## src/include/ibuf_cfg.svh

```systemverilog
`ifndef IBUF_CFG_SVH
`define IBUF_CFG_SVH

// bits per cache line held in one slot
`define IBUF_LINE_W 128

// slot count, two even slots and two odd slots
`define IBUF_SLOTS 4

// low bits of the even/odd fetch pointers, enough to name a slot
`define IBUF_FIP_LSB_W 2

// buffer index pointer, slot field on top of the byte offset
`define IBUF_BIP_W 6

// byte offset inside one 16-byte line
`define IBUF_OFFS_W 4

`endif
```

## src/rtl/ibuf_pkg.sv

```systemverilog
`default_nettype none

`include "ibuf_cfg.svh"

package ibuf_pkg;

    // one cache line as it sits in a slot
    typedef logic [`IBUF_LINE_W-1:0] line_t;

    // one bit per slot, bit 0 is slot 00 and bit 3 is slot 11
    typedef logic [`IBUF_SLOTS-1:0] slot_vec_t;

    // fetch pointer low bits, names the target slot
    typedef logic [`IBUF_FIP_LSB_W-1:0] fip_lsb_t;

    // buffer index pointer, {slot, offset}
    typedef logic [`IBUF_BIP_W-1:0] bip_t;

    // slot identities
    // even lines use 00/10, odd lines use 01/11
    typedef enum logic [`IBUF_FIP_LSB_W-1:0] {
        SLOT_00 = 2'd0,
        SLOT_01 = 2'd1,
        SLOT_10 = 2'd2,
        SLOT_11 = 2'd3
    } slot_e;

endpackage

`default_nettype wire

```

## src/rtl/ibuf_top.sv

```systemverilog
`timescale 1ns/1ps
`default_nettype none

module ibuf_top (
    input  wire                      clk_i,
    input  wire                      rst_n_i,

    // control-flow and stall
    input  wire                      is_br_t_nt_i,
    input  wire                      is_resteer_i,
    input  wire                      is_init_i,
    input  wire                      stall_i,

    // fetch side, one line and pointer per bank
    input  wire ibuf_pkg::line_t     line_even_i,
    input  wire ibuf_pkg::line_t     line_odd_i,
    input  wire ibuf_pkg::fip_lsb_t  fip_e_lsb_i,
    input  wire ibuf_pkg::fip_lsb_t  fip_o_lsb_i,
    input  wire                      cache_miss_even_i,
    input  wire                      cache_miss_odd_i,
    input  wire                      even_wait_i,
    input  wire                      odd_wait_i,

    // decode side buffer pointer
    input  wire ibuf_pkg::bip_t      new_bip_i,
    input  wire ibuf_pkg::bip_t      old_bip_i,

    output wire ibuf_pkg::line_t     line_00_o,
    output wire ibuf_pkg::line_t     line_01_o,
    output wire ibuf_pkg::line_t     line_10_o,
    output wire ibuf_pkg::line_t     line_11_o,
    output wire ibuf_pkg::slot_vec_t line_valid_o,
    output wire                      even_loaded_o,
    output wire                      odd_loaded_o
);

    // per-slot enables, control to storage
    ibuf_pkg::slot_vec_t ld;
    ibuf_pkg::slot_vec_t inv;

    // enables are combinational off the registered valids
    ibuf_slot_control u_ctrl (
        .is_br_t_nt_i      (is_br_t_nt_i),
        .is_resteer_i      (is_resteer_i),
        .is_init_i         (is_init_i),
        .stall_i           (stall_i),
        .fip_e_lsb_i       (fip_e_lsb_i),
        .fip_o_lsb_i       (fip_o_lsb_i),
        .cache_miss_even_i (cache_miss_even_i),
        .cache_miss_odd_i  (cache_miss_odd_i),
        .even_wait_i       (even_wait_i),
        .odd_wait_i        (odd_wait_i),
        .new_bip_i         (new_bip_i),
        .old_bip_i         (old_bip_i),
        .valid_i           (line_valid_o),
        .ld_o              (ld),
        .inv_o             (inv),
        .even_loaded_o     (even_loaded_o),
        .odd_loaded_o      (odd_loaded_o)
    );

    // valids and lines land one edge after the enables
    ibuf_line_bank u_bank (
        .clk_i       (clk_i),
        .rst_n_i     (rst_n_i),
        .line_even_i (line_even_i),
        .line_odd_i  (line_odd_i),
        .ld_i        (ld),
        .inv_i       (inv),
        .valid_o     (line_valid_o),
        .line_00_o   (line_00_o),
        .line_01_o   (line_01_o),
        .line_10_o   (line_10_o),
        .line_11_o   (line_11_o)
    );

endmodule

`default_nettype wire

```

## src/rtl/ibuf_line_bank.sv

```systemverilog
`timescale 1ns/1ps
`default_nettype none

`include "ibuf_cfg.svh"

module ibuf_line_bank (
    input  wire                      clk_i,
    input  wire                      rst_n_i,

    // incoming lines, one per bank
    input  wire ibuf_pkg::line_t     line_even_i,
    input  wire ibuf_pkg::line_t     line_odd_i,

    // per-slot enables from the slot control
    input  wire ibuf_pkg::slot_vec_t ld_i,
    input  wire ibuf_pkg::slot_vec_t inv_i,

    output ibuf_pkg::slot_vec_t      valid_o,
    output ibuf_pkg::line_t          line_00_o,
    output ibuf_pkg::line_t          line_01_o,
    output ibuf_pkg::line_t          line_10_o,
    output ibuf_pkg::line_t          line_11_o
);

    ibuf_pkg::slot_vec_t valid_q;
    ibuf_pkg::line_t     line_q [`IBUF_SLOTS];

    // valid set on load, cleared on invalidate
    // the two never meet on one slot
    always_ff @(posedge clk_i or negedge rst_n_i) begin
        if (!rst_n_i) begin
            valid_q <= '0;
        end else begin
            valid_q <= (valid_q | ld_i) & ~inv_i;
        end
    end

    // line storage, one register per slot
    for (genvar s = 0; s < `IBUF_SLOTS; s++) begin : g_slot
        ibuf_pkg::line_t line_in;

        // even slots (bit 0 clear) take the even line, odd slots the odd one
        assign line_in = (s % 2 == 0) ? line_even_i : line_odd_i;

        // written only on load, holds through invalidate
        always_ff @(posedge clk_i or negedge rst_n_i) begin
            if (!rst_n_i) begin
                line_q[s] <= '0;
            end else if (ld_i[s]) begin
                line_q[s] <= line_in;
            end
        end
    end

    assign valid_o = valid_q;

    // slot registers out to the fetch stage
    assign line_00_o = line_q[ibuf_pkg::SLOT_00];
    assign line_01_o = line_q[ibuf_pkg::SLOT_01];
    assign line_10_o = line_q[ibuf_pkg::SLOT_10];
    assign line_11_o = line_q[ibuf_pkg::SLOT_11];

endmodule

`default_nettype wire

```

## src/rtl/ibuf_slot_control.sv

```systemverilog
`timescale 1ns/1ps
`default_nettype none

`include "ibuf_cfg.svh"

module ibuf_slot_control (
    // control-flow events, any one of them flushes the buffer
    input  wire                  is_br_t_nt_i,
    input  wire                  is_resteer_i,
    input  wire                  is_init_i,
    input  wire                  stall_i,

    // fetch pointer low bits per bank
    input  wire ibuf_pkg::fip_lsb_t fip_e_lsb_i,
    input  wire ibuf_pkg::fip_lsb_t fip_o_lsb_i,

    // per-bank miss and wait
    input  wire                  cache_miss_even_i,
    input  wire                  cache_miss_odd_i,
    input  wire                  even_wait_i,
    input  wire                  odd_wait_i,

    // buffer index pointer, this cycle and last
    input  wire ibuf_pkg::bip_t  new_bip_i,
    input  wire ibuf_pkg::bip_t  old_bip_i,

    // current slot valids from the line bank
    input  wire ibuf_pkg::slot_vec_t valid_i,

    output ibuf_pkg::slot_vec_t  ld_o,
    output ibuf_pkg::slot_vec_t  inv_o,
    output logic                 even_loaded_o,
    output logic                 odd_loaded_o
);

    logic                flush;
    logic                even_ok;
    logic                odd_ok;
    ibuf_pkg::slot_e     even_slot;
    ibuf_pkg::slot_e     odd_slot;
    ibuf_pkg::slot_e     old_slot;
    ibuf_pkg::slot_vec_t even_hit;
    ibuf_pkg::slot_vec_t odd_hit;
    ibuf_pkg::slot_vec_t wrap_hit;
    ibuf_pkg::slot_vec_t inv_sel;
    logic [`IBUF_OFFS_W-1:0] new_offs;
    logic [`IBUF_OFFS_W-1:0] old_offs;
    logic                wrap;

    // any control-flow event
    assign flush = is_init_i | is_resteer_i | is_br_t_nt_i;

    // a bank may fill only with no miss, no wait and no flush
    assign even_ok = ~cache_miss_even_i & ~even_wait_i & ~flush;
    assign odd_ok  = ~cache_miss_odd_i & ~odd_wait_i & ~flush;

    // pointer bits read as slot names
    assign even_slot = ibuf_pkg::slot_e'(fip_e_lsb_i);
    assign odd_slot  = ibuf_pkg::slot_e'(fip_o_lsb_i);

    // even pointer decodes onto the even slots only
    // an odd slot name here selects nothing
    always_comb begin
        even_hit = '0;
        case (even_slot)
            ibuf_pkg::SLOT_00: even_hit[ibuf_pkg::SLOT_00] = 1'b1;
            ibuf_pkg::SLOT_10: even_hit[ibuf_pkg::SLOT_10] = 1'b1;
            default: even_hit = '0;
        endcase
    end

    // odd pointer onto the odd slots, same idea
    always_comb begin
        odd_hit = '0;
        case (odd_slot)
            ibuf_pkg::SLOT_01: odd_hit[ibuf_pkg::SLOT_01] = 1'b1;
            ibuf_pkg::SLOT_11: odd_hit[ibuf_pkg::SLOT_11] = 1'b1;
            default: odd_hit = '0;
        endcase
    end

    // load only into an empty slot, so a valid line is never overwritten
    assign ld_o = ~valid_i & ((even_hit & {`IBUF_SLOTS{even_ok}})
                            | (odd_hit & {`IBUF_SLOTS{odd_ok}}));

    // offset and slot fields of the buffer pointer
    assign new_offs = new_bip_i[`IBUF_OFFS_W-1:0];
    assign old_offs = old_bip_i[`IBUF_OFFS_W-1:0];
    assign old_slot = ibuf_pkg::slot_e'(old_bip_i[`IBUF_BIP_W-1:`IBUF_OFFS_W]);

    // offset went backwards, so the pointer left the old line
    assign wrap = (new_offs < old_offs);

    // one-hot of the line just consumed
    always_comb begin
        wrap_hit = '0;
        case (old_slot)
            ibuf_pkg::SLOT_00: wrap_hit[ibuf_pkg::SLOT_00] = 1'b1;
            ibuf_pkg::SLOT_01: wrap_hit[ibuf_pkg::SLOT_01] = 1'b1;
            ibuf_pkg::SLOT_10: wrap_hit[ibuf_pkg::SLOT_10] = 1'b1;
            ibuf_pkg::SLOT_11: wrap_hit[ibuf_pkg::SLOT_11] = 1'b1;
            default: wrap_hit = '0;
        endcase
    end

    // flush takes every slot, else the consumed line on a wrap
    always_comb begin
        if (flush) begin
            inv_sel = '1;
        end else if (wrap) begin
            inv_sel = wrap_hit;
        end else begin
            inv_sel = '0;
        end
    end

    // only valid slots are cleared, and a stall holds everything
    // valid-qualified, so inv and ld are exclusive per slot
    assign inv_o = inv_sel & valid_i & {`IBUF_SLOTS{~stall_i}};

    // per-bank "line taken this cycle"
    assign even_loaded_o = ld_o[ibuf_pkg::SLOT_00] | ld_o[ibuf_pkg::SLOT_10];
    assign odd_loaded_o  = ld_o[ibuf_pkg::SLOT_01] | ld_o[ibuf_pkg::SLOT_11];

endmodule

`default_nettype wire

```

## config.mk

```make
export PLATFORM = sky130hd
export DESIGN_NAME = ibuf_top
export DESIGN_NICKNAME = d
export VERILOG_FILES = /design/src/rtl/ibuf_pkg.sv /design/src/rtl/ibuf_top.sv /design/src/rtl/ibuf_line_bank.sv /design/src/rtl/ibuf_slot_control.sv
export VERILOG_INCLUDE_DIRS = /design/src /design/src/include
export SDC_FILE = /design/constraint.sdc
export NUM_CORES = 1
export LEC_CHECK = 0
export BUFFER_PORTS_ARGS = -buffer_cell sky130_fd_sc_hd__buf_4
export CAP_MARGIN = 30
export CORE_AREA = 2 2 309 311
export CTS_CLUSTER_DIAMETER = 50
export DETAILED_ROUTE_END_ITERATION = 16
export DIE_AREA = 0 0 311 313
export PLACE_DENSITY = 0.44
export SYNTH_ARGS = -nofsm -noshare
export SYNTH_HDL_FRONTEND = slang
export SYNTH_HIERARCHICAL = 1
export SYNTH_SLANG_ARGS = --single-unit
```

## constraint.sdc

```tcl
create_clock -name clk_i -period 1.9 [get_ports clk_i]
set_input_delay 0.095 -clock clk_i [delete_from_list [all_inputs] [get_ports clk_i]]
set_output_delay 0.095 -clock clk_i [all_outputs]
set_load 0.02 [all_outputs]
```

==> metrics.cfg, run 1 <==
[critical_path]
slowest_stage = dfrtp_1
critPathMostFrequentCell = buf_4
crit_fanout = 5
crit_chain = buf_4 -> nor2b_1 -> a211oi_2 -> buf_4
r2r_cells = 4
worstPathRequired_ps = 1800
startpoint_type = flip-flop
worstSetupPathType = reg2out
cpPeakStageDelay_ps = 390
r2r_end = u_bank/line_00_o[46]
reg2reg_from = u_bank/valid_o[0]
crit_arrival_ps = 1610
startpoint = u_bank/valid_o[1]
endpoint_kind = primary output
ff2ff_setup_slack_ps = 200

[timing]
relSlewSlack_pct = 72.1
hold_violations = 0
slew_viol_final = 0
period_needed_ps = 1710
rsz0062_at_grt = false
fin_tns_setup_ps = 0
finalCritPeriodShare_pct = 89.8
setup_violations = 0
max_freq_mhz = 586
fin_skew_ps = 13.1
tightestPinTransition_ps = 419

[power]
power.internal_uw = 25100
ir_drop_mv = 0.647
p_comb_share_pct = 21.3
switching_share_pct = 28.1
finalPower_uw = 34900
p_sw_uw = 9800
power.density_mw_per_mm2 = 1060
p_clk_share_pct = 40.6
seqPwrFrac_pct = 38.1
p_leak_uw = 0.0163

[finish]
stdcell_area_mm2 = 0.0328
layout_commonest_cell = buf_4
drive_above_1_share_pct = 65.1
final_cell_mix = buf_4 (841), dfrtp_1 (516), mux2_2 (512), dlygate4sd3_1 (264), clkbuf_16 (78)
n_fill_cell = 9293
finalNetCount = 2569
area_growth_pct = 67.6
postLayoutCoreUtil_pct = 34.9

[yosys]
synth_area_mm2 = 0.0196
synth-seq-area-share_pct = 65.9
synth-simple-area-share_pct = 0.684
yosys.area.top_type = dfrtp_1
synth_cells = 1121
synth_nets = 1406
ys_top_cells_by_area = dfrtp_1 (66%), mux2_2 (29%), buf_6 (3.0%)
synth_xor_area_share_pct = 0
synth_compound_area_share_pct = 0.613
ys_types = 21
muxShareOfSynthArea_pct = 29.4
synth_top_family_by_area = multiplexers
ys_ff_latch = 516
synth_warnings = 6
syn_avg_cell_area_um2 = 17.5
synth-adder-area-share_pct = 0.192
yosys.area.top_type_share_pct = 65.9

[floorplan]
initial_core_util_pct = 20.8
io-pin-count = 800
die-width_um = 311
die_y_um = 313
dieArea_mm2 = 0.0973
core_mm2 = 0.0942
rows = 113

[worst_hold_path]
hold_class = in2reg
min_from = fip_e_lsb_i[1]
min_path_cells = 4
hold_end = u_bank/line_00_o[42]

[detailed_routing]
viasPerCell = 3.90
via_count = 14059
drt_iter0_markers = 544
firstDrtPassIters = 4
wl_mm = 64.6
ant_nets = 0
route.detailed.drc = 0
wl_per_cell_um = 17.9

[clock_network]
cts_tree = done
clk_pin_slew_ps = 60
cts_buffer_depth = 3
cts_htree_levels = 3
cts_root_buf = clkbuf_16
cts_setup_buffers = 0
cts_num_sinks = 516
clk_latency_ps = 620
cts-buffers-inserted = 76

[placement]
io_buffers = 797
gp_congestion = 0.800
place_area_mm2 = 0.0276
hpwl_mm = 48.7

[global_routing]
grt_first_pass_wirelength_mm = 98.3
grt_usage_pct = 13.1
gr-total-overflow = 0
grt_pass1_vias = 16066
antenna_found_initial = 2
grt_max_degree = 51

[job]
drv_cap = 0

[outcome]
status = finished, final reports clean

synth_stat cells (all sizes together):
master	instances
dfrtp	516
mux2	512
buf	56
nor2	4
nor3	4
o21ba	4
o2bb2ai	4
a211oi	3
ha	3
inv	3
nor3b	3
nand3	2
nand4b	2
nor2b	2
nand2	1
nand4	1
o211ai	1
final cells by class:
class | count | area [um^2] | share of cell area [%]
inverters | 3 | 11.3 | 0.0343
repair buffers | 1141 | 9670 | 29.5
flip-flops and latches | 516 | 12900 | 39.3
multi-input cells | 546 | 6080 | 18.5
diodes | 1 | 2.50 | 0.00762
well taps | 1265 | 1580 | 4.82
clock inverters | 36 | 473 | 1.44
clock buffers | 97 | 2090 | 6.38
power groups by stage:
stage	Sequential (uW)	Clock (uW)	Combinational, uW
after global placement	13500	0	7020
after floorplan	15200	0	1350
after CTS	13300	14700	7570
after global routing	13500	15200	7860
final	13300	14200	7440
after detailed placement	13500	0	7090
cell families after synthesis:
kind of cell / Yosys count
AO/OA/AOI/OAI: 12
adder cells (fa/ha/maj): 3
buffers and inverters: 59
flip-flops: 516
multiplexers: 512
AND/OR/NAND/NOR: 19
per-stage QoR:
step,hold slack (ps),setup slack [ps],cells
after floorplan,-201,246,1121
after global placement,34.0,-24.8,3206
after detailed placement,35.3,-87.9,3206
after CTS,13.6,101,3604
after global routing,54.7,75.6,3605
final,88.3,193,3605
critical path, delay by kind of cell (launching register included):
family          cells  cell delay (ps)
flops               1              390
compound gates      1              140
buf+inv             2              340
simple gates        1              130
how the worst max path moves through the flow:
stage | end | cells past startpoint | slack (ps)
final | odd_loaded_o | 4 | 190
after global routing | odd_loaded_o | 4 | 80
after CTS | odd_loaded_o | 4 | 100
after detailed placement | u_bank/line_10_o[113] | 7 | -90
after global placement | u_bank/line_10_o[59] | 7 | -20
after floorplan | u_bank/line_00_o[100] | 4 | 250
flip-flops by register name, summed over array words and instances, names as in the netlist:
name,count
u_bank/line_10_o,128
u_bank/line_11_o,128
u_bank/valid_o,4
u_bank/line_00_o,128
u_bank/line_01_o,128
metal layers:
layer  GRT usage (%)  share of wire (%)
met1            14.0                 37
met3            4.81                8.5
met5               0                  0
met4            5.38                3.0
met2            23.3                 52
repair_timing:
item / in CTS / in global routing
endpoints found under the hold margin: 972 / 0
hold buffers: 265 / 0
gates resized for setup: 0 / 0
Power figures use the tool's default switching activity.
==> run 2, diff against run 1 <==
--- a/config.mk
+++ b/config.mk
@@ -11,3 +11,2 @@
 export CORE_AREA = 2 2 309 311
-export CTS_CLUSTER_DIAMETER = 50
 export DETAILED_ROUTE_END_ITERATION = 16
==> constraint.sdc (replaced) <==
create_clock -name clk_i -period 1.9 [get_ports clk_i]
set_input_delay 0.38 -clock clk_i [delete_from_list [all_inputs] [get_ports clk_i]]
set_output_delay 0.38 -clock clk_i [all_outputs]
set_load 0.02 [all_outputs]
==> run 2 against run 1 <==
Compared with the run above: sequential power about the same; cell area fell by 1.8%; die area stayed put; sequential share of layout area up 0.73 points; clock skew increased by 9.3 ps; non-clock buffer count decreased by 5; sequential cell count unchanged; register-to-register slack worse by 120 ps; setup slack got worse by 170 ps; global-route usage shrank 0.23 points; power decreased by 6.7%; via count is 1.2% lower; critical path type unchanged; critical endpoint is now even_loaded_o; largest cell class unchanged; largest power group is now registers.
==> metrics.cfg, run 2 (synthesis gave the netlist of run 1 again) <==
[floorplan]
core_mm2 = 0.0942  ; unchanged
io-pin-count = 800  ; unchanged
die-width_um = 311  ; unchanged
initial_core_util_pct = 20.8  ; unchanged
die_y_um = 313  ; unchanged
dieArea_mm2 = 0.0973  ; unchanged
rows = 113  ; unchanged

[finish]
final_cell_mix = buf_4 (844), mux2_2 (512), dfrtp_1 (512), dlygate4sd3_1 (257), clkbuf_16 (61)  ; was buf_4 (841), dfrtp_1 (516), mux2_2 (512), dlygate4sd3_1 (264), clkbuf_16 (78)
postLayoutCoreUtil_pct = 34.2  ; was 34.9%
stdcell_area_mm2 = 0.0322  ; was 0.0328 mm^2
finalNetCount = 2547  ; was 2,569
drive_above_1_share_pct = 65.1  ; about the same
num_antenna_cells = 0  ; was 1
layout_commonest_cell = buf_4  ; unchanged
instances_no_fill = 3573  ; was 3,605
area_growth_pct = 64.6  ; was 67.6%
n_fill_cell = 9329  ; was 9,293

[timing]
rsz0062_at_grt = true  ; was false
slew_viol_final = 0  ; unchanged
fin_skew_ps = 22.4  ; was 13.1 ps
finalCritPeriodShare_pct = 98.6  ; was 89.8%
setup_violations = 0  ; unchanged
relSlewSlack_pct = 73.5  ; was 72.1%
tightestPinTransition_ps = 396  ; was 419 ps
period_needed_ps = 1870  ; was 1710 ps
max_freq_mhz = 534  ; was 586 MHz
hold_ws_ps = 211  ; was 88.3 ps
hold_violations = 0  ; unchanged
layout_setup_ws_ps = 26.4  ; was 193 ps

[power]
switching_share_pct = 28.0  ; was 28.1%
power.internal_uw = 23500  ; was 25,100 uW
power.density_mw_per_mm2 = 1010  ; was 1060 mW/mm^2
p_leak_uw = 0.0161  ; was 0.0163 uW
seqPwrFrac_pct = 40.8  ; was 38.1%
ir_drop_mv = 0.763  ; was 0.647 mV
p_sw_uw = 9120  ; was 9800 uW
p_clk_share_pct = 36.3  ; was 40.6%
p_comb_share_pct = 22.9  ; was 21.3%

[clock_network]
clk_pin_slew_ps = 60  ; about the same
cts_root_buf = clkbuf_16  ; unchanged
clk_latency_ps = 630  ; was 620 ps
cts_buffer_depth = 3  ; unchanged
cts_tree = done  ; unchanged
cts_num_sinks = 516  ; unchanged
cts_htree_levels = 2  ; was 3
cts-buffers-inserted = 59  ; was 76

[global_routing]
grt_usage_pct = 12.9  ; was 13.1%
antenna_found_initial = 0  ; was 2
grt_max_degree = 67  ; was 51
gr-total-overflow = 0  ; unchanged
grt_first_pass_wirelength_mm = 97.2  ; was 98.3 mm
grt_pass1_vias = 15818  ; was 16,066

[detailed_routing]
via_count = 13889  ; was 14,059
viasPerCell = 3.89  ; was 3.90
firstDrtPassIters = 4  ; unchanged
drt_iter0_markers = 587  ; was 544
wl_mm = 64.0  ; was 64.6 mm
route.detailed.drc = 0  ; unchanged
wl_per_cell_um = 17.9  ; about the same
ant_nets = 0  ; unchanged

[critical_path]
crit_fanout = 2  ; was 5
slowest_stage = dfrtp_2  ; was dfrtp_1
crit_chain = nor2b_1 -> a211oi_2 -> buf_4  ; was buf_4 -> nor2b_1 -> a211oi_2 -> buf_4
endpoint_kind = primary output  ; unchanged
worstSetupPathType = reg2out  ; unchanged
worstPathRequired_ps = 1520  ; was 1800 ps
startpoint_type = flip-flop  ; unchanged
cpPeakStageDelay_ps = 410  ; was 390 ps
crit_arrival_ps = 1490  ; was 1610 ps

[outcome]
status = finished, final reports clean  ; unchanged

[placement]
dp_cells = 3206  ; unchanged
dp_slack_ps = -332  ; was -87.9 ps
io_buffers = 797  ; unchanged
gp_congestion = 0.781  ; was 0.800
place_area_mm2 = 0.0276  ; unchanged
hpwl_mm = 48.9  ; was 48.7 mm

[worst_hold_path]
hold_class = in2async  ; was in2reg

[job]
drv_cap = 0  ; unchanged

-- run 2: timing repair --
action / 4_1_cts / 5_1_grt
setup buffers: 4 / 0
gates resized for setup: 5 / 1
endpoints found under the setup margin: 2 / 34
pin swaps: 1 / 0
gates cloned: 0 / 0
hold buffers: 257 / 0
hold endpoints to repair: 767 / 0
-- run 2: worst max-delay path: cells and delay by family (launching register included) --
family / cells / cell delay, ps
DFF: 1 / 410
AOI/OAI and AO/OA: 1 / 140
and+or+nand+nor: 1 / 140
buffers and inverters: 1 / 180
-- run 2: layout make-up --
type / count / area [um^2] / share of cell area (%)
flip-flops and latches: 516 / 12900 / 40.1
multi-input cells: 546 / 6090 / 18.9
clock inverters: 16 / 236 / 0.734
inverters: 3 / 11.3 / 0.0349
well taps: 1265 / 1580 / 4.91
clock buffers: 91 / 1800 / 5.58
repair buffers: 1136 / 9600 / 29.8
-- run 2: path summary, 6_finish.rpt --
| kind | start | endpoint | slack (ps) | cells after the start |
|---|---|---|---|---|
| worst max-delay path | u_bank/valid_o[0] | even_loaded_o | 30 | 3 |
| worst min-delay path | rst_n_i | u_bank/line_00_o[17] | 210 | 2 |
| worst max register to register | u_bank/valid_o[0] | u_bank/line_00_o[90] | 80 | 5 |
| worst min register to register | u_bank/line_10_o[36] | u_bank/line_10_o[36] | 500 | 1 |
| max in group asynchronous | rst_n_i | u_bank/line_01_o[55] | 840 | 4 |
| min in group clk_i | old_bip_i[4] | u_bank/valid_o[0] | 240 | 5 |
-- run 2: through the flow --
step | setup TNS, ps | power [uW]
after CTS | -77.3 | 33200
final | 0 | 32600
after floorplan | 0 | 16600
after global placement | -120930 | 20500
after detailed placement | -132040 | 20600
after global routing | -116 | 34100
-- run 2: per-layer routing --
metal / global-route usage [%] / wire [um]
met1: 13.8 / 23300
met2: 23.1 / 33200
met3: 4.75 / 5440
met4: 4.58 / 2050
met5: 0 / 0
-- run 2: power groups by stage --
| stage | registers (uW) | logic (uW) | clock network [uW] |
|---|---|---|---|
| 2_1_floorplan | 15200 | 1350 | 0 |
| 3_3_place_gp | 13400 | 7010 | 0 |
| 3_5_place_dp | 13500 | 7080 | 0 |
| 4_1_cts | 13300 | 7590 | 12300 |
| 5_1_grt | 13500 | 7890 | 12800 |
| 6_report | 13300 | 7460 | 11800 |
